**src/source/lcdPanelPkg.sv**
```systemverilog
`default_nettype none

package lcdPanelPkg;

    ////////////////////
    // Bus words
    ////////////////////

    typedef logic [15:0] pixelT;                // RGB565 pixel or raw bus word.

    // Operations the bus writer can run.
    typedef enum logic [1:0] {
        opReset      = 2'd0,                    // Pulse the panel reset pin.
        opChipSelect = 2'd1,                    // Bit 0 of data sets csN.
        opWriteCmd   = 2'd2,                    // Strobe with rs low.
        opWriteData  = 2'd3                     // Strobe with rs high.
    } lcdOpE;

    ////////////////////
    // Panel commands
    ////////////////////

    typedef enum logic [15:0] {
        cmdSleepOut  = 16'h1100,                // Leave sleep mode.
        cmdDisplayOn = 16'h2900,                // Enable the output.
        cmdColAddr0  = 16'h2A00,                // Column start, high byte.
        cmdColAddr1  = 16'h2A01,                // Column start, low byte.
        cmdColAddr2  = 16'h2A02,                // Column end, high byte.
        cmdColAddr3  = 16'h2A03,                // Column end, low byte.
        cmdRowAddr0  = 16'h2B00,                // Row start, high byte.
        cmdRowAddr1  = 16'h2B01,                // Row start, low byte.
        cmdRowAddr2  = 16'h2B02,                // Row end, high byte.
        cmdRowAddr3  = 16'h2B03,                // Row end, low byte.
        cmdMemWrite  = 16'h2C00                 // Start of pixel data.
    } lcdCmdE;

    ////////////////////
    // Sequencer
    ////////////////////

    typedef enum logic [2:0] {
        stIdle,                                 // One quiet cycle out of reset.
        stIssue,                                // Run the op at the step index.
        stSleepWait,                            // Delay after sleep-out.
        stWaitMem,                              // Hold until frame memory is ready.
        stStream                                // Pixels straight to the bus.
    } seqStateE;

endpackage

`default_nettype wire

```
**src/source/memReadPkg.sv**
```systemverilog
`default_nettype none

package memReadPkg;

    ////////////////////
    // Frame memory
    ////////////////////

    typedef logic [23:0] memAddrT;              // Word address.
    typedef logic [15:0] memWordT;              // One stored word.

    localparam int BURST_WORDS = 4;             // Words returned per read.

endpackage

`default_nettype wire
```
**src/source/frameFetcher.sv**
```systemverilog
`timescale 1ns/1ps
`default_nettype none

module frameFetcher #(
    parameter logic [15:0] PANEL_WIDTH  = 16'd480,
    parameter logic [15:0] PANEL_HEIGHT = 16'd800
) (
    input  logic                clk,
    input  logic                rst_n,
    input  logic                streamEn,
    output logic                rdReq,
    output memReadPkg::memAddrT rdAddr,
    input  logic                rdDone,
    input  memReadPkg::memWordT rdData0,
    input  memReadPkg::memWordT rdData1,
    input  memReadPkg::memWordT rdData2,
    input  memReadPkg::memWordT rdData3,
    output logic                pixValid,
    output lcdPanelPkg::pixelT  pixData,
    output logic                pixLast,
    input  logic                pixReady
);

    localparam int PIXELS = int'(PANEL_WIDTH) * int'(PANEL_HEIGHT);
    localparam memReadPkg::memAddrT LAST_ADDR =
        memReadPkg::memAddrT'(PIXELS - memReadPkg::BURST_WORDS);
    localparam memReadPkg::memAddrT ADDR_STEP = memReadPkg::memAddrT'(memReadPkg::BURST_WORDS);
    localparam int IDX_W = $clog2(memReadPkg::BURST_WORDS);
    localparam logic [IDX_W-1:0] IDX_LAST = IDX_W'(memReadPkg::BURST_WORDS - 1);

    memReadPkg::memWordT burstBuf [memReadPkg::BURST_WORDS];
    logic [IDX_W-1:0]    wordIdx;               // Next word to hand out.
    logic                bufFull;
    logic                lastBurst;             // Buffer holds the end of the frame.
    logic                pixTake;

    assign pixValid = bufFull;
    assign pixData  = burstBuf[wordIdx];
    assign pixLast  = bufFull && lastBurst && (wordIdx == IDX_LAST);
    assign pixTake  = bufFull && pixReady;

    ////////////////////
    // Read and drain
    ////////////////////

    always_ff @(posedge clk or negedge rst_n) begin
        if (!rst_n) begin
            rdReq     <= 1'b0;
            rdAddr    <= '0;
            wordIdx   <= '0;
            bufFull   <= 1'b0;
            lastBurst <= 1'b0;
        end else begin
            if (rdReq) begin
                if (rdDone) begin
                    rdReq     <= 1'b0;              // Drop on the edge after done.
                    bufFull   <= 1'b1;
                    wordIdx   <= '0;
                    lastBurst <= (rdAddr == LAST_ADDR);
                    rdAddr    <= (rdAddr == LAST_ADDR) ? '0 : rdAddr + ADDR_STEP;
                end
            end else if (!bufFull && streamEn) begin
                rdReq <= 1'b1;                      // Only once the buffer is drained.
            end
            if (pixTake) begin
                wordIdx <= wordIdx + 1'b1;
                if (wordIdx == IDX_LAST) begin
                    bufFull <= 1'b0;                // Burst consumed.
                end
            end
        end
    end

    // Burst words are valid in the done cycle.
    always_ff @(posedge clk) begin
        if (rdReq && rdDone) begin
            burstBuf[0] <= rdData0;
            burstBuf[1] <= rdData1;
            burstBuf[2] <= rdData2;
            burstBuf[3] <= rdData3;
        end
    end

endmodule

`default_nettype wire

```
**src/source/lcdBusWriter.sv**
```systemverilog
`timescale 1ns/1ps
`default_nettype none

module lcdBusWriter #(
    parameter int WR_LOW_CYCLES = 2,
    parameter int RESET_CYCLES  = 1000
) (
    input  logic               clk,
    input  logic               rst_n,
    input  logic               opValid,
    input  lcdPanelPkg::lcdOpE opCode,
    input  lcdPanelPkg::pixelT opData,
    output logic               opReady,
    output logic               lcdRstN,
    output logic               backlight,
    output logic               csN,
    output logic               rs,
    output logic               wrN,
    output logic               rdN,
    output lcdPanelPkg::pixelT lcdData
);

    localparam int LONGEST = (RESET_CYCLES > WR_LOW_CYCLES) ? RESET_CYCLES : WR_LOW_CYCLES;
    localparam int CNT_W   = $clog2(LONGEST) + 1;

    typedef enum logic [2:0] {
        bwIdle,                                 // Ready for the next op.
        bwReset,                                // lcdRstN held low.
        bwSetup,                                // rs and data settle.
        bwStrobe,                               // wrN low.
        bwHold                                  // Trailing cycle before ready.
    } busStateE;

    busStateE         state;
    logic [CNT_W-1:0] cnt;                      // Shared reset and strobe timer.
    logic             accept;
    logic             isWrite;

    assign opReady = (state == bwIdle);
    assign accept  = opValid && opReady;
    assign isWrite = (opCode == lcdPanelPkg::opWriteCmd) || (opCode == lcdPanelPkg::opWriteData);
    assign rdN     = 1'b1;                      // Panel is never read.

    ////////////////////
    // Bus FSM
    ////////////////////

    always_ff @(posedge clk or negedge rst_n) begin
        if (!rst_n) begin
            state     <= bwIdle;
            cnt       <= '0;
            lcdRstN   <= 1'b1;
            backlight <= 1'b0;
            csN       <= 1'b1;
            rs        <= 1'b1;
            wrN       <= 1'b1;
        end else begin
            case (state)
                bwIdle: begin
                    cnt <= '0;
                    if (accept) begin
                        case (opCode)
                            lcdPanelPkg::opReset: begin
                                lcdRstN <= 1'b0;        // Start of the reset pulse.
                                state   <= bwReset;
                            end
                            lcdPanelPkg::opChipSelect: begin
                                csN   <= opData[0];     // Level comes from bit 0.
                                state <= bwHold;
                            end
                            default: begin
                                rs    <= (opCode == lcdPanelPkg::opWriteData);
                                state <= bwSetup;
                            end
                        endcase
                    end
                end
                bwReset: begin
                    if (cnt == CNT_W'(RESET_CYCLES - 1)) begin
                        lcdRstN   <= 1'b1;
                        backlight <= 1'b1;              // Sticky from the first reset.
                        state     <= bwHold;
                    end else begin
                        cnt <= cnt + 1'b1;
                    end
                end
                bwSetup: begin
                    wrN   <= 1'b0;                      // Strobe opens.
                    state <= bwStrobe;
                end
                bwStrobe: begin
                    if (cnt == CNT_W'(WR_LOW_CYCLES - 1)) begin
                        wrN   <= 1'b1;                  // Panel latches on this edge.
                        state <= bwHold;
                    end else begin
                        cnt <= cnt + 1'b1;
                    end
                end
                bwHold:  state <= bwIdle;
                default: state <= bwIdle;
            endcase
        end
    end

    // Data stays put from setup until the next write.
    always_ff @(posedge clk) begin
        if (accept && isWrite) begin
            lcdData <= opData;
        end
    end

endmodule

`default_nettype wire

```
**src/source/lcdCommandSequencer.sv**
```systemverilog
`timescale 1ns/1ps
`default_nettype none

module lcdCommandSequencer #(
    parameter logic [15:0] PANEL_WIDTH      = 16'd480,
    parameter logic [15:0] PANEL_HEIGHT     = 16'd800,
    parameter int          SLEEP_OUT_CYCLES = 500
) (
    input  logic               clk,
    input  logic               rst_n,
    input  logic               memReady,
    output logic               opValid,
    output lcdPanelPkg::lcdOpE opCode,
    output lcdPanelPkg::pixelT opData,
    input  logic               opReady,
    output logic               streamEn,
    input  logic               pixValid,
    input  lcdPanelPkg::pixelT pixData,
    input  logic               pixLast,
    output logic               pixReady
);

    // Step list: 0..4 power-up, 5..22 frame setup, 23 frame close.
    localparam logic [4:0] STEP_SLEEP_OUT   = 5'd2;
    localparam logic [4:0] STEP_POWER_DONE  = 5'd4;
    localparam logic [4:0] STEP_FRAME_START = 5'd5;
    localparam logic [4:0] STEP_MEM_WRITE   = 5'd22;
    localparam logic [4:0] STEP_FRAME_END   = 5'd23;
    localparam int         WAIT_W           = $clog2(SLEEP_OUT_CYCLES + 1);
    localparam lcdPanelPkg::pixelT X_END    = PANEL_WIDTH - 16'd1;
    localparam lcdPanelPkg::pixelT Y_END    = PANEL_HEIGHT - 16'd1;

    lcdPanelPkg::seqStateE state;
    logic [4:0]            step;
    logic [WAIT_W-1:0]     waitCnt;
    lcdPanelPkg::lcdOpE    stepCode;
    lcdPanelPkg::pixelT    stepData;
    logic                  inStream;
    logic                  opTake;

    ////////////////////
    // Step table
    ////////////////////

    always_comb begin
        stepCode = lcdPanelPkg::opWriteCmd;
        stepData = '0;
        case (step)
            5'd0:        stepCode = lcdPanelPkg::opReset;
            5'd1, 5'd5:  stepCode = lcdPanelPkg::opChipSelect;     // CS low.
            5'd2:        stepData = lcdPanelPkg::cmdSleepOut;
            5'd3:        stepData = lcdPanelPkg::cmdDisplayOn;
            5'd4, 5'd23: begin
                stepCode = lcdPanelPkg::opChipSelect;              // CS high.
                stepData = 16'd1;
            end
            5'd6:        stepData = lcdPanelPkg::cmdColAddr0;
            5'd8:        stepData = lcdPanelPkg::cmdColAddr1;
            5'd10:       stepData = lcdPanelPkg::cmdColAddr2;
            5'd12:       stepData = lcdPanelPkg::cmdColAddr3;
            5'd14:       stepData = lcdPanelPkg::cmdRowAddr0;
            5'd16:       stepData = lcdPanelPkg::cmdRowAddr1;
            5'd18:       stepData = lcdPanelPkg::cmdRowAddr2;
            5'd20:       stepData = lcdPanelPkg::cmdRowAddr3;
            5'd22:       stepData = lcdPanelPkg::cmdMemWrite;
            5'd7, 5'd9, 5'd15, 5'd17: stepCode = lcdPanelPkg::opWriteData;  // Start is 0,0.
            5'd11: begin
                stepCode = lcdPanelPkg::opWriteData;
                stepData = {8'h00, X_END[15:8]};
            end
            5'd13: begin
                stepCode = lcdPanelPkg::opWriteData;
                stepData = {8'h00, X_END[7:0]};
            end
            5'd19: begin
                stepCode = lcdPanelPkg::opWriteData;
                stepData = {8'h00, Y_END[15:8]};
            end
            5'd21: begin
                stepCode = lcdPanelPkg::opWriteData;
                stepData = {8'h00, Y_END[7:0]};
            end
            default: ;
        endcase
    end

    assign inStream = (state == lcdPanelPkg::stStream);
    assign opValid  = (state == lcdPanelPkg::stIssue) || (inStream && pixValid);
    assign opCode   = inStream ? lcdPanelPkg::opWriteData : stepCode;
    assign opData   = inStream ? pixData : stepData;
    assign opTake   = opValid && opReady;
    assign streamEn = inStream;
    assign pixReady = inStream && opReady;          // Pixel moves with the bus op.

    ////////////////////
    // Step machine
    ////////////////////

    always_ff @(posedge clk or negedge rst_n) begin
        if (!rst_n) begin
            state   <= lcdPanelPkg::stIdle;
            step    <= '0;
            waitCnt <= '0;
        end else begin
            case (state)
                lcdPanelPkg::stIdle: state <= lcdPanelPkg::stIssue;
                lcdPanelPkg::stIssue: begin
                    if (opTake) begin
                        case (step)
                            STEP_SLEEP_OUT:  state <= lcdPanelPkg::stSleepWait;
                            STEP_POWER_DONE: state <= lcdPanelPkg::stWaitMem;
                            STEP_MEM_WRITE:  state <= lcdPanelPkg::stStream;
                            STEP_FRAME_END:  state <= lcdPanelPkg::stWaitMem;
                            default: ;
                        endcase
                        step <= (step == STEP_FRAME_END) ? STEP_FRAME_START : step + 5'd1;
                    end
                end
                lcdPanelPkg::stSleepWait: begin
                    if (opReady) begin                      // Count from write completion.
                        if (waitCnt == WAIT_W'(SLEEP_OUT_CYCLES - 1)) begin
                            waitCnt <= '0;
                            state   <= lcdPanelPkg::stIssue;
                        end else begin
                            waitCnt <= waitCnt + 1'b1;
                        end
                    end
                end
                lcdPanelPkg::stWaitMem: begin
                    if (memReady) begin
                        state <= lcdPanelPkg::stIssue;
                    end
                end
                lcdPanelPkg::stStream: begin
                    if (opTake && pixLast) begin
                        state <= lcdPanelPkg::stIssue;      // Close the frame with CS high.
                    end
                end
                default: state <= lcdPanelPkg::stIdle;
            endcase
        end
    end

endmodule

`default_nettype wire

```
**src/source/lcdFrameAdapter.sv**
```systemverilog
`timescale 1ns/1ps
`default_nettype none

module lcdFrameAdapter #(
    parameter logic [15:0] PANEL_WIDTH      = 16'd480,
    parameter logic [15:0] PANEL_HEIGHT     = 16'd800,
    parameter int          WR_LOW_CYCLES    = 2,
    parameter int          RESET_CYCLES     = 1000,
    parameter int          SLEEP_OUT_CYCLES = 500
) (
    input  logic                clk,
    input  logic                rst_n,
    input  logic                memReady,
    output logic                rdReq,
    output memReadPkg::memAddrT rdAddr,
    input  logic                rdDone,
    input  memReadPkg::memWordT rdData0,
    input  memReadPkg::memWordT rdData1,
    input  memReadPkg::memWordT rdData2,
    input  memReadPkg::memWordT rdData3,
    output logic                lcdRstN,
    output logic                backlight,
    output logic                csN,
    output logic                rs,
    output logic                wrN,
    output logic                rdN,
    output lcdPanelPkg::pixelT  lcdData
);

    ////////////////////
    // Internal links
    ////////////////////

    logic               opValid;                // Sequencer to bus writer.
    lcdPanelPkg::lcdOpE opCode;
    lcdPanelPkg::pixelT opData;
    logic               opReady;
    logic               streamEn;               // Sequencer to fetcher.
    logic               pixValid;
    lcdPanelPkg::pixelT pixData;
    logic               pixLast;
    logic               pixReady;

    lcdBusWriter #(
        .WR_LOW_CYCLES (WR_LOW_CYCLES),
        .RESET_CYCLES  (RESET_CYCLES)
    ) u_busWriter (
        .clk       (clk),
        .rst_n     (rst_n),
        .opValid   (opValid),
        .opCode    (opCode),
        .opData    (opData),
        .opReady   (opReady),
        .lcdRstN   (lcdRstN),
        .backlight (backlight),
        .csN       (csN),
        .rs        (rs),
        .wrN       (wrN),
        .rdN       (rdN),
        .lcdData   (lcdData)
    );

    frameFetcher #(
        .PANEL_WIDTH  (PANEL_WIDTH),
        .PANEL_HEIGHT (PANEL_HEIGHT)
    ) u_fetcher (
        .clk      (clk),
        .rst_n    (rst_n),
        .streamEn (streamEn),
        .rdReq    (rdReq),
        .rdAddr   (rdAddr),
        .rdDone   (rdDone),
        .rdData0  (rdData0),
        .rdData1  (rdData1),
        .rdData2  (rdData2),
        .rdData3  (rdData3),
        .pixValid (pixValid),
        .pixData  (pixData),
        .pixLast  (pixLast),
        .pixReady (pixReady)
    );

    lcdCommandSequencer #(
        .PANEL_WIDTH      (PANEL_WIDTH),
        .PANEL_HEIGHT     (PANEL_HEIGHT),
        .SLEEP_OUT_CYCLES (SLEEP_OUT_CYCLES)
    ) u_sequencer (
        .clk      (clk),
        .rst_n    (rst_n),
        .memReady (memReady),
        .opValid  (opValid),
        .opCode   (opCode),
        .opData   (opData),
        .opReady  (opReady),
        .streamEn (streamEn),
        .pixValid (pixValid),
        .pixData  (pixData),
        .pixLast  (pixLast),
        .pixReady (pixReady)
    );

endmodule

`default_nettype wire

```
**config.mk**
```make
export PLATFORM = sky130hd
export DESIGN_NAME = lcdFrameAdapter
export DESIGN_NICKNAME = d
export VERILOG_FILES = /design/src/source/lcdPanelPkg.sv /design/src/source/memReadPkg.sv /design/src/source/frameFetcher.sv /design/src/source/lcdBusWriter.sv /design/src/source/lcdCommandSequencer.sv /design/src/source/lcdFrameAdapter.sv
export SDC_FILE = /design/constraint.sdc
export NUM_CORES = 1
export LEC_CHECK = 0
export BUFFER_PORTS_ARGS = -buffer_cell sky130_fd_sc_hd__buf_2
export CAP_MARGIN = 20
export CORE_MARGIN = 2
export CORE_UTILIZATION = 45
export CTS_BUF_LIST = sky130_fd_sc_hd__clkbuf_8
export DETAILED_ROUTE_END_ITERATION = 16
export GPL_ROUTABILITY_DRIVEN = 0
export PLACE_DENSITY = 0.67
export SLEW_MARGIN = 20
export SYNTH_ARGS = -nofsm -noshare
export SYNTH_HDL_FRONTEND = slang
export SYNTH_HIERARCHICAL = 1
export SYNTH_SLANG_ARGS = --single-unit
```
**constraint.sdc**
```tcl
create_clock -name clk -period 3.7 [get_ports clk]
set_input_delay 0.925 -clock clk [delete_from_list [all_inputs] [get_ports clk]]
set_output_delay 0.925 -clock clk [all_outputs]
set_load 0.1 [all_outputs]
```
### After elaboration in Yosys (flattened, before gate mapping)

Memory sizes are Yosys's and may differ from the RTL's.
Index checks and enable logic that the tools add are counted.

* flip-flop bits (word level): 81
* latch bits: 0
* memory bits (writable): 64
* memory bits (read-only): 0
* output and inout bits: 47
* word-level logic and storage cells: 152
* memories kept: 1

Memory list
* u_fetcher.burstBuf: words 4, width 16, read ports 1, clocked after memory_dff 0, wr ports 4, line frameFetcher.sv:31 `memReadPkg::memWordT burstBuf [memReadPkg::BURST_WORDS];`

* $add $sub $neg: 5
* $mul: 0
* div/mod/pow operators: 0
* magnitude comparators: 0
* equality and inequality tests: 50
* shift operators: 0
* muxes and demuxes: 40
* bitwise logic cells: 1
* reductions and logical operators: 39

Operators with widths (number)
* $pmux W14 S15: 1
* $eq A5 B4 Y1 const B: 8
* $eq A5 B5 Y1 const B: 8
* $pmux W11 S3: 1
* $add A24 B3 Y24 const B: 1
* $eq A24 B19 Y1 const B: 1
* $mux W24: 1
* $mux W3: 8
* $mux W11: 2
* $eq A5 B3 Y1 const B: 4
* $mux W16: 1
* $pmux W3 S5: 1
* $mux W1: 13
* $eq A3 B2 Y1 const B: 4
* $ne A2 B2 Y1 const B: 6
* $pmux W3 S4: 1
* $reduce_and A2 Y1: 6
* $reduce_and A3 Y1: 4
* $add A11 B1 Y11 const B: 1
* $eq A11 B1 Y1 const B: 1
* $eq A11 B10 Y1 const B: 1
* $eq A5 B2 Y1 const B: 2
* $logic_and A1 B1 Y1: 10
* $ne A2 B1 Y1 const B: 5
* other kinds (31): 44

### Depth between registers and ports, before layout

Gate-level depths: netlist of run 1.

* depth in word-level cells: 8
* mapped depth: 10
* depth with buffers taken out: 10

### Modules after synthesis

The synthesis of run 1 kept the hierarchy.

Modules (own cells, without submodules)
* frameFetcher: instances 1, cells an instance 229, area each 3693.5 sq um, seq. area each 2597.5 sq um
* lcdBusWriter: instances 1, cells an instance 129, area each 1616.6 sq um, seq. area each 960.9 sq um
* lcdCommandSequencer: instances 1, cells an instance 194, area each 1524.0 sq um, seq. area each 425.4 sq um

### Worst setup path before layout of run 1

Ideal clock, no wire load.

* path kind: reg2reg
* start point: register u_fetcher.rdReq
* end point: register u_fetcher.rdAddr[2]
* arrival: 3.306 ns
* setup slack: 0.301 ns
* cell stages (with the launch flop): 6
* path buffers: 1
* cells stage by stage: dfrtp_1 > nand2_1 > clkbuf_1 > inv_1 > o21ai_0 > o21ai_0

* word-level cells in the longest chain between the ends: 1

RTL lines
* start, declared: line frameFetcher.sv:11 `output logic rdReq,`
* start signal, assigned: line frameFetcher.sv:48 `rdReq <= 1'b0;`
* start signal, assigned: line frameFetcher.sv:56 `rdReq <= 1'b0;`
* start signal, assigned: line frameFetcher.sv:63 `rdReq <= 1'b1;`
* $reduce_and A2 Y1 (no line)
* end signal, assigned: line frameFetcher.sv:60 `rdAddr <= (rdAddr == LAST_ADDR) ? '0 : rdAddr + ADDR_STEP;`
* end, declared: line frameFetcher.sv:12 `output memReadPkg::memAddrT rdAddr,`

No other way between the ends.
A chain may end at the register's enable or synchronous reset.

### Worst setup path after layout of run 1

* start point: register u_sequencer.step[0]
* end point: register u_busWriter.lcdRstN

* word-level cells in the longest chain between the ends: 7

RTL lines
* start, declared: line lcdCommandSequencer.sv:34 `logic [4:0] step;`
* start signal, assigned: line lcdCommandSequencer.sv:116 `step <= (step == STEP_FRAME_END) ? STEP_FRAME_START : step + 5'd1;`
* $eq A5 B3 Y1 (tied with other cells): line lcdCommandSequencer.sv:48 `case (step)`
* $reduce_or A8 Y1 (no line) / $reduce_or A4 Y1 (equally long branches)
* $pmux W2 S3 (*): line lcdCommandSequencer.sv:48
* $mux W2 (*): line lcdCommandSequencer.sv:89 `assign opCode = inStream ? lcdPanelPkg::opWriteData : stepCode;`
* net opCode[0]: line lcdFrameAdapter.sv:35 `lcdPanelPkg::lcdOpE opCode;`
* $logic_not A2 Y1 (*): line lcdBusWriter.sv:62 `case (opCode)`
* $ne A2 B2 Y1 (no line) (*)
* $reduce_and A4 Y1 (no line) (*)
* end signal, assigned: line lcdBusWriter.sv:52 `lcdRstN <= 1'b1;`
* end signal, assigned: line lcdBusWriter.sv:64 `lcdRstN <= 1'b0;`
* end signal, assigned: line lcdBusWriter.sv:80 `lcdRstN <= 1'b1;`
* end, declared: line lcdBusWriter.sv:14 `output logic lcdRstN,`

Mark *: on every way through the listed nets, which the timed path passes. The rest lies on a longest branch.

==> impl_metrics.yaml, run 1 <==
outcome:
  status: "complete, no violations"
global_route:
  grt_pass1_vias: 4789
  antenna_found_initial: 0
  gr-total-overflow: 0
  grt_start_max_net_pins: 62
  gr-usage-all-layers_pct: 18.6
  grt_pass1_wl_mm: 23.8
layout:
  drive_gt1_share_pct: 28.3
  layout.nets: 741
  fin_area_um2: 7880
  area_delta_synth_final_pct: 15.3
  stdcell_count: 863
  n_antenna_cell: 0
route:
  drc: 0
  drt_iter0_markers: 424
  ant_nets: 0
  first_pass_iters: 5
  wire_per_inst_um: 16.8
  wl_mm: 14.5
  num_vias: 4848
  viasPerCell: 5.62
yosys:
  synth_area_leaders: "edfxtp_1 35%, dfrtp_1 22%, mux4_2 5.3%, xnor2_1 2.7%, nand2_1 2.2%"
  synth_compound_area_share_pct: 10.2
  syn_avg_cell_area_um2: 12.4
  synth_top_area_share_pct: 35.2
  syn-cell-area_um2: 6830
  synth_cells: 552
  ys_seq_area_share_pct: 58.3
  ys_warn_count: 6
  ys_types: 70
  synth_xor_xnor_area_share_pct: 2.95
  muxShareOfSynthArea_pct: 6.72
  synth_edf_count: 80
  synthSimpleGateAreaFrac_pct: 16.2
  synth_ff_type: "edfxtp_1"
  ys_async_sr_fraction_pct: 44.1
  synth_most_common_cell: "edfxtp_1"
  synth_top_family_by_area: "simple AND/OR/NAND/NOR gates"
  synth_seq_cells: 143
  yosys.area.top_type: "edfxtp_1"
  synth.top_cells.by_count: "80 x edfxtp_1, 59 x dfrtp_1, 40 x nand2_1, 38 x nor2_1, 26 x nand3_1"
  synthAdderAreaFrac_pct: 2.16
clock_network:
  clkSlewWorstSetupHoldPaths_ns: 0.08
  cts_setup_buffers: 0
  cts_tree: "built"
  insertion_delay_ns: 0.45
  ctsResizeCount: 0
  clock_path_buffers: 2
  clock_sinks: 143
  h-tree-depth: 4
  hold_buffers: 0
  cts_root_buffer: "clkbuf_8"
  numCtsBuffers: 17
critical_path:
  rr_endpoint: "u_busWriter/lcdRstN$_DFFE_PN1P_"
  path_class: "flop to flop"
  reg2reg_depth: 8
  cp.buffers_inverters: 1
  slowest_stage: "or3b_2"
  crit_chain: "inv_1, ha_1, mux2_2, a22oi_1, o21ai_0, or3b_2, o31a_1, o22a_1"
  rr_startpoint: "u_sequencer/step[0]$_DFFE_PN0P_"
  cp.arrival_ns: 2.93
  crit_fanout: 8
  critPathMaxStageDelay_ns: 0.51
  end_kind: "flop"
  crit_required_ns: 4.07
  r2r_slack_ns: 1.14
  cp_top_family: "compound AO/OA/AOI/OAI gates"
  critPathLaunchType: "flop"
timing:
  hold_viol_final: 0
  worstMarginPinSlew_ns: 0.913
  finalSetupViolations: 0
  fin_crit_sh_pct: 69.3
  slew_violations: 0
  fin_crit_ns: 2.56
  skew_ns: 0.0141
  rsz0062_at_grt: "false"
  fmax_mhz: 390
  relSlewSlack_pct: 39.1
  hold_ws_ns: 0.482
  setup_tns_ns: 0
placement:
  place_area_um2: 7520
  portBuffers: 111
  hpwl_mm: 10.2
  place_inst: 831
floorplanning:
  start_util_pct: 45.5
  die_x_um: 127
  die-area_um2: 16200
  io_pins: 115
  coreArea_um2: 15000
  die_y_um: 127
  rows: 45
flow_run:
  max_cap_violations: 0
power_and_ir_drop:
  peakVddDrop_mv: 0.513
  power_density_nw_per_um2: 595
  power_mw: 4.69
  p_leak_nw: 3.13
min_path:
  min_path_type: "input port to asynchronous set/reset pin"
through the flow:
stage	utilization, %	worst slack (ns)
floorplan	-	0.301
global placement	50.0	1.28
detailed placement	50.0	1.18
CTS	52.4	1.16
global route	52.4	1.03
finish	52.4	1.14
area by class of cell:
cell class / instances / area [um2]
fill: 1286 / 7150
sequential: 143 / 3980
multi-input combinational: 367 / 2620
timing repair buffer: 119 / 631
tap: 188 / 235
clock buffer: 17 / 234
clock inverter: 15 / 123
inverter: 14 / 52.6
worst max-delay path by stage:
| stage | start | endpoint | slack [ns] | cells past startpoint |
|---|---|---|---|---|
| finish | u_sequencer/step[0]$_DFFE_PN0P_ | u_busWriter/lcdRstN$_DFFE_PN1P_ | 1.14 | 8 |
| global route | u_sequencer/step[0]$_DFFE_PN0P_ | u_busWriter/lcdRstN$_DFFE_PN1P_ | 1.03 | 8 |
| CTS | u_sequencer/step[0]$_DFFE_PN0P_ | u_busWriter/lcdRstN$_DFFE_PN1P_ | 1.16 | 8 |
| detailed placement | u_sequencer/step[0]$_DFFE_PN0P_ | u_busWriter/lcdRstN$_DFFE_PN1P_ | 1.18 | 8 |
| global placement | rdDone | u_fetcher/rdAddr[17]$_DFFE_PN0P_ | 1.28 | 5 |
| floorplan | u_fetcher/rdReq$_DFF_PN0_ | u_fetcher/rdAddr[2]$_DFFE_PN0P_ | 0.30 | 5 |
logic make-up after synthesis:
logic type | count (synthesis)
buffers and inverters | 43
XOR/XNOR | 23
other | 2
AND/OR/NAND/NOR | 200
adder cells (fa/ha/maj) | 12
multiplexers | 25
flip-flops | 143
AO/OA/AOI/OAI | 104
report_power, final:
part	switching, mW	leakage (nW)	internal, mW	total (mW)
registers	0.273	1.55	1.96	2.23
logic	0.854	1.40	0.476	1.33
clock network	0.605	0.186	0.526	1.13
total	1.73	3.13	2.96	4.69
layer usage:
layer | share of wire (%) | vias up | track usage (%)
met3 | 4.1 | 24 | 4.23
met1 | 45 | 2385 | 24.5
met5 | 0 | - | 0
met4 | 1.5 | 0 | 6.85
met2 | 49 | 140 | 30.5
li1 | - | 2299 | -
worst reg2reg max path: stages, from the launching register on:
cell	delay (ns)
dfrtp_1	0.47
inv_1	0.10
ha_1	0.30
mux2_2	0.31
a22oi_1	0.16
o21ai_0	0.18
or3b_2	0.51
o31a_1	0.25
o22a_1	0.21
state kept, by name, summed over array words and instances (netlist names), 2 cells and up:
| name | cells |
|---|---|
| u_fetcher/burstBuf | 64 |
| u_fetcher/rdAddr | 22 |
| u_busWriter/lcdData | 16 |
| u_busWriter/cnt | 11 |
| u_sequencer/waitCnt | 9 |
| u_sequencer/step | 5 |
| u_busWriter/state | 3 |
| u_sequencer/state | 3 |
| u_fetcher/wordIdx | 2 |
layout by cell type (no fill, tap or decap), drive strengths merged, types with 4 or more instances in the layout:
| master | count |
|---|---|
| a21o | 11 |
| a21oi | 20 |
| a22o | 7 |
| a31oi | 10 |
| and2 | 5 |
| and3 | 7 |
| buf | 119 |
| clkbuf | 17 |
| clkinv | 5 |
| dfrtp | 59 |
| dfstp | 4 |
| edfxtp | 80 |
| ha | 11 |
| inv | 20 |
| mux2 | 7 |
| mux4 | 16 |
| nand2 | 40 |
| nand2b | 12 |
| nand3 | 26 |
| nand4 | 14 |
| nand4b | 4 |
| nor2 | 38 |
| nor3 | 15 |
| nor4 | 7 |
| o21ai | 25 |
| o31ai | 6 |
| o41ai | 4 |
| or3 | 7 |
| or4 | 5 |
| xnor2 | 21 |
No activity file was read; power rests on OpenSTA's default activity.
==> run 2, diff against run 1 <==
--- a/config.mk
+++ b/config.mk
@@ -5,6 +5,7 @@
 export SDC_FILE = /design/constraint.sdc
 export NUM_CORES = 1
 export LEC_CHECK = 0
+export ABC_AREA = 1
 export BUFFER_PORTS_ARGS = -buffer_cell sky130_fd_sc_hd__buf_2
 export CAP_MARGIN = 20
 export CORE_MARGIN = 2
==> constraint.sdc (replaced) <==
create_clock -name clk -period 2.6 [get_ports clk]
set_input_delay 0.65 -clock clk [delete_from_list [all_inputs] [get_ports clk]]
set_output_delay 0.65 -clock clk [all_outputs]
set_load 0.1 [all_outputs]
==> run 2 against run 1 <==
Final area rose by 8.1%. Combinational power grew 110%. Clock skew fell by 0.0022 ns. Wire length grew 9.5%. Flip-flop and latch count unchanged. Largest power group unchanged.
==> impl_metrics.yaml, run 2 <==
outcome:
  status: "complete, no violations"
floorplanning:
  io_pins: 115
  start_util_pct: 46.2
  die_x_um: 132
  rows: 46
  coreArea_um2: 15900
  die_y_um: 132
  die-area_um2: 17400
yosys:
  ys_warn_count: 6
  ys_seq_area_share_pct: 54.1
  yosys.area.top_type: "edfxtp_1"
  synth_cells: 815
  synth_edf_count: 80
  synth_top_area_share_pct: 32.6
  synth_seq_cells: 143
  synth.top_cells.by_count: "176 x nand2_1, 113 x nor2_1, 83 x inv_1, 80 x edfxtp_1, 62 x nand3_1"
  synth_most_common_cell: "nand2_1"
  syn-cell-area_um2: 7360
  syn_avg_cell_area_um2: 9.03
  ys_types: 42
  synth_ff_type: "edfxtp_1"
  synth_area_leaders: "edfxtp_1 33%, dfrtp_1 20%, nand2_1 9.0%, nor2_1 5.8%, inv_1 4.2%"
  ys_async_sr_fraction_pct: 44.1
clock_network:
  h-tree-depth: 4
  cts_tree: "built"
  ctsResizeCount: 0
  numCtsBuffers: 17
  clkSlewWorstSetupHoldPaths_ns: 0.08
  cts_root_buffer: "clkbuf_8"
  cts_setup_buffers: 0
  insertion_delay_ns: 0.45
  clock_sinks: 143
  hold_buffers: 0
  clock_path_buffers: 2
critical_path:
  crit_path_start: "u_sequencer/step[0]$_DFFE_PN0P_"
  path_class: "flop to flop"
  cp.buffers_inverters: 4
  cp_top_family: "simple AND/OR/NAND/NOR gates"
  rr_startpoint: "u_sequencer/step[0]$_DFFE_PN0P_"
  crit_chain: "inv_1, ha_1, inv_1, nor2_1, nand2_2, nand2_4, a21oi_1, nand2_1, nand3_1, inv_1, nor2_1, buf_4"
  critPathLaunchType: "flop"
  cp.arrival_ns: 2.33
  crit_required_ns: 2.74
  slowest_stage: "dfrtp_1"
  crit_fanout: 18
  critPathMaxStageDelay_ns: 0.44
  crit_top_cell: "inv_1"
  end_kind: "flop"
power_and_ir_drop:
  power_frac_seq_pct: 40.8
  peakVddDrop_mv: 1.22
  p_switching_mw: 3.18
  p_int_mw: 4.24
  pwr-share-clk_pct: 22.4
  combPwrFrac_pct: 36.8
  power_density_nw_per_um2: 871
  switching_share_pct: 42.9
  p_leak_nw: 3.79
timing:
  fin_crit_sh_pct: 84.1
  hold_viol_final: 0
  fmax_mhz: 457
  slew_violations: 0
  hold_ws_ns: 0.199
  rsz0062_at_grt: "false"
  worstMarginPinSlew_ns: 0.558
  relSlewSlack_pct: 62.8
  setup_tns_ns: 0
  fin_crit_ns: 2.19
  finalSetupViolations: 0
  skew_ns: 0.0119
global_route:
  grt_start_max_net_pins: 64
  grt_pass1_wl_mm: 26.5
  grt_pass1_vias: 5450
  antenna_found_initial: 0
  gr-usage-all-layers_pct: 19.1
  gr-total-overflow: 0
layout:
  stdcell_count: 1163
  mostFrequentLayoutCells: "176 x nand2_1, 113 x nor2_1, 111 x buf_2, 83 x inv_1, 80 x edfxtp_1"
  n_antenna_cell: 0
  final_common_cell: "nand2_1"
  drive_gt1_share_pct: 23.7
  fillers: 1478
  layout.nets: 1014
  regMostFlops: "u_fetcher/burstBuf"
  top_regs: "u_fetcher/burstBuf x64, u_fetcher/rdAddr x22, u_busWriter/lcdData x16"
  area_delta_synth_final_pct: 15.7
  largest_reg_flops: 64
placement:
  place_inst: 1132
  portBuffers: 111
  hpwl_mm: 11.6
min_path:
  min_path_type: "input port to asynchronous set/reset pin"
route:
  ant_nets: 0
  wl_mm: 15.9
  num_vias: 5745
  viasPerCell: 4.94
  first_pass_iters: 5
  drc: 0
  drt_iter0_markers: 401
  wire_per_inst_um: 13.7
flow_run:
  max_cap_violations: 0
==> run 2: layout make-up <==
cell class,instances,area [um2],area share (%)
sequential,143,3980,46.8
inverter,90,339,3.98
tap,216,270,3.17
multi-input combinational,563,2900,34.1
timing repair buffer,120,648,7.61
clock buffer,17,234,2.75
clock inverter,14,135,1.59
==> run 2: per-stage QoR <==
stage	utilization (%)	total power, mW	setup WS, ns	instance area (um2)
2_1_floorplan	-	5.26	0.108	7370
3_3_place_gp	51.1	5.77	0.491	8150
3_5_place_dp	51.1	5.80	0.441	8150
4_1_cts	53.4	7.48	0.421	8510
5_1_grt	53.4	7.89	0.126	8510
6_report	53.4	7.42	0.412	8510
==> run 2: kinds of logic (layout without fill, tap and decap cells) <==
group | count (synthesis) | count (layout) | synth area share [%]
other | 2 | 3 | 0.102
and+or+nand+nor | 432 | 432 | 28.0
xor gates and xnor gates | 11 | 11 | 1.31
adders and majority gates | 11 | 11 | 1.87
AOI/OAI and AO/OA | 106 | 106 | 8.16
DFF | 143 | 143 | 54.1
buffers and inverters | 110 | 241 | 6.49
==> run 2: layer usage <==
metal | track usage (%) | vias to the layer above | share of wire, %
met1 | 27.2 | 2654 | 49
met4 | 5.80 | 0 | 1.4
met5 | 0 | - | 0
li1 | - | 2923 | -
met3 | 4.73 | 17 | 5.5
met2 | 29.0 | 151 | 44
==> run 2: worst reg2reg max path: cells and delay by family, from the launching register on <==
kind / cells / cell delay (ns)
DFF: 1 / 0.44
AOI/OAI and AO/OA: 1 / 0.15
buffers and inverters: 4 / 0.48
and+or+nand+nor: 6 / 0.57
adders and majority gates: 1 / 0.22
==> run 2: path summary, 6_finish.rpt <==
check | cells after the start | slack (ns) | to
worst max register to register | 12 | 0.41 | u_busWriter/lcdData[11]$_DFFE_PP_
worst max-delay path | 12 | 0.41 | u_busWriter/lcdData[11]$_DFFE_PP_
min in group clk | 1 | 0.37 | u_fetcher/burstBuf[0][4]$_DFFE_PP_
worst min-delay path | 2 | 0.20 | u_busWriter/backlight$_DFFE_PN0P_
worst min register to register | 2 | 0.46 | u_busWriter/backlight$_DFFE_PN0P_
max in group asynchronous | 2 | 2.10 | u_fetcher/pixValid$_DFF_PN0_
==> run 2: power groups by stage <==
stage                     Clock (mW)  Combinational [mW]  Sequential (mW)
after global placement             0                2.70             3.07
after CTS                       1.71                2.74             3.03
final                           1.66                2.73             3.02
after floorplan                    0                1.49             3.77
after global routing            1.81                3.00             3.07
after detailed placement           0                2.73             3.07
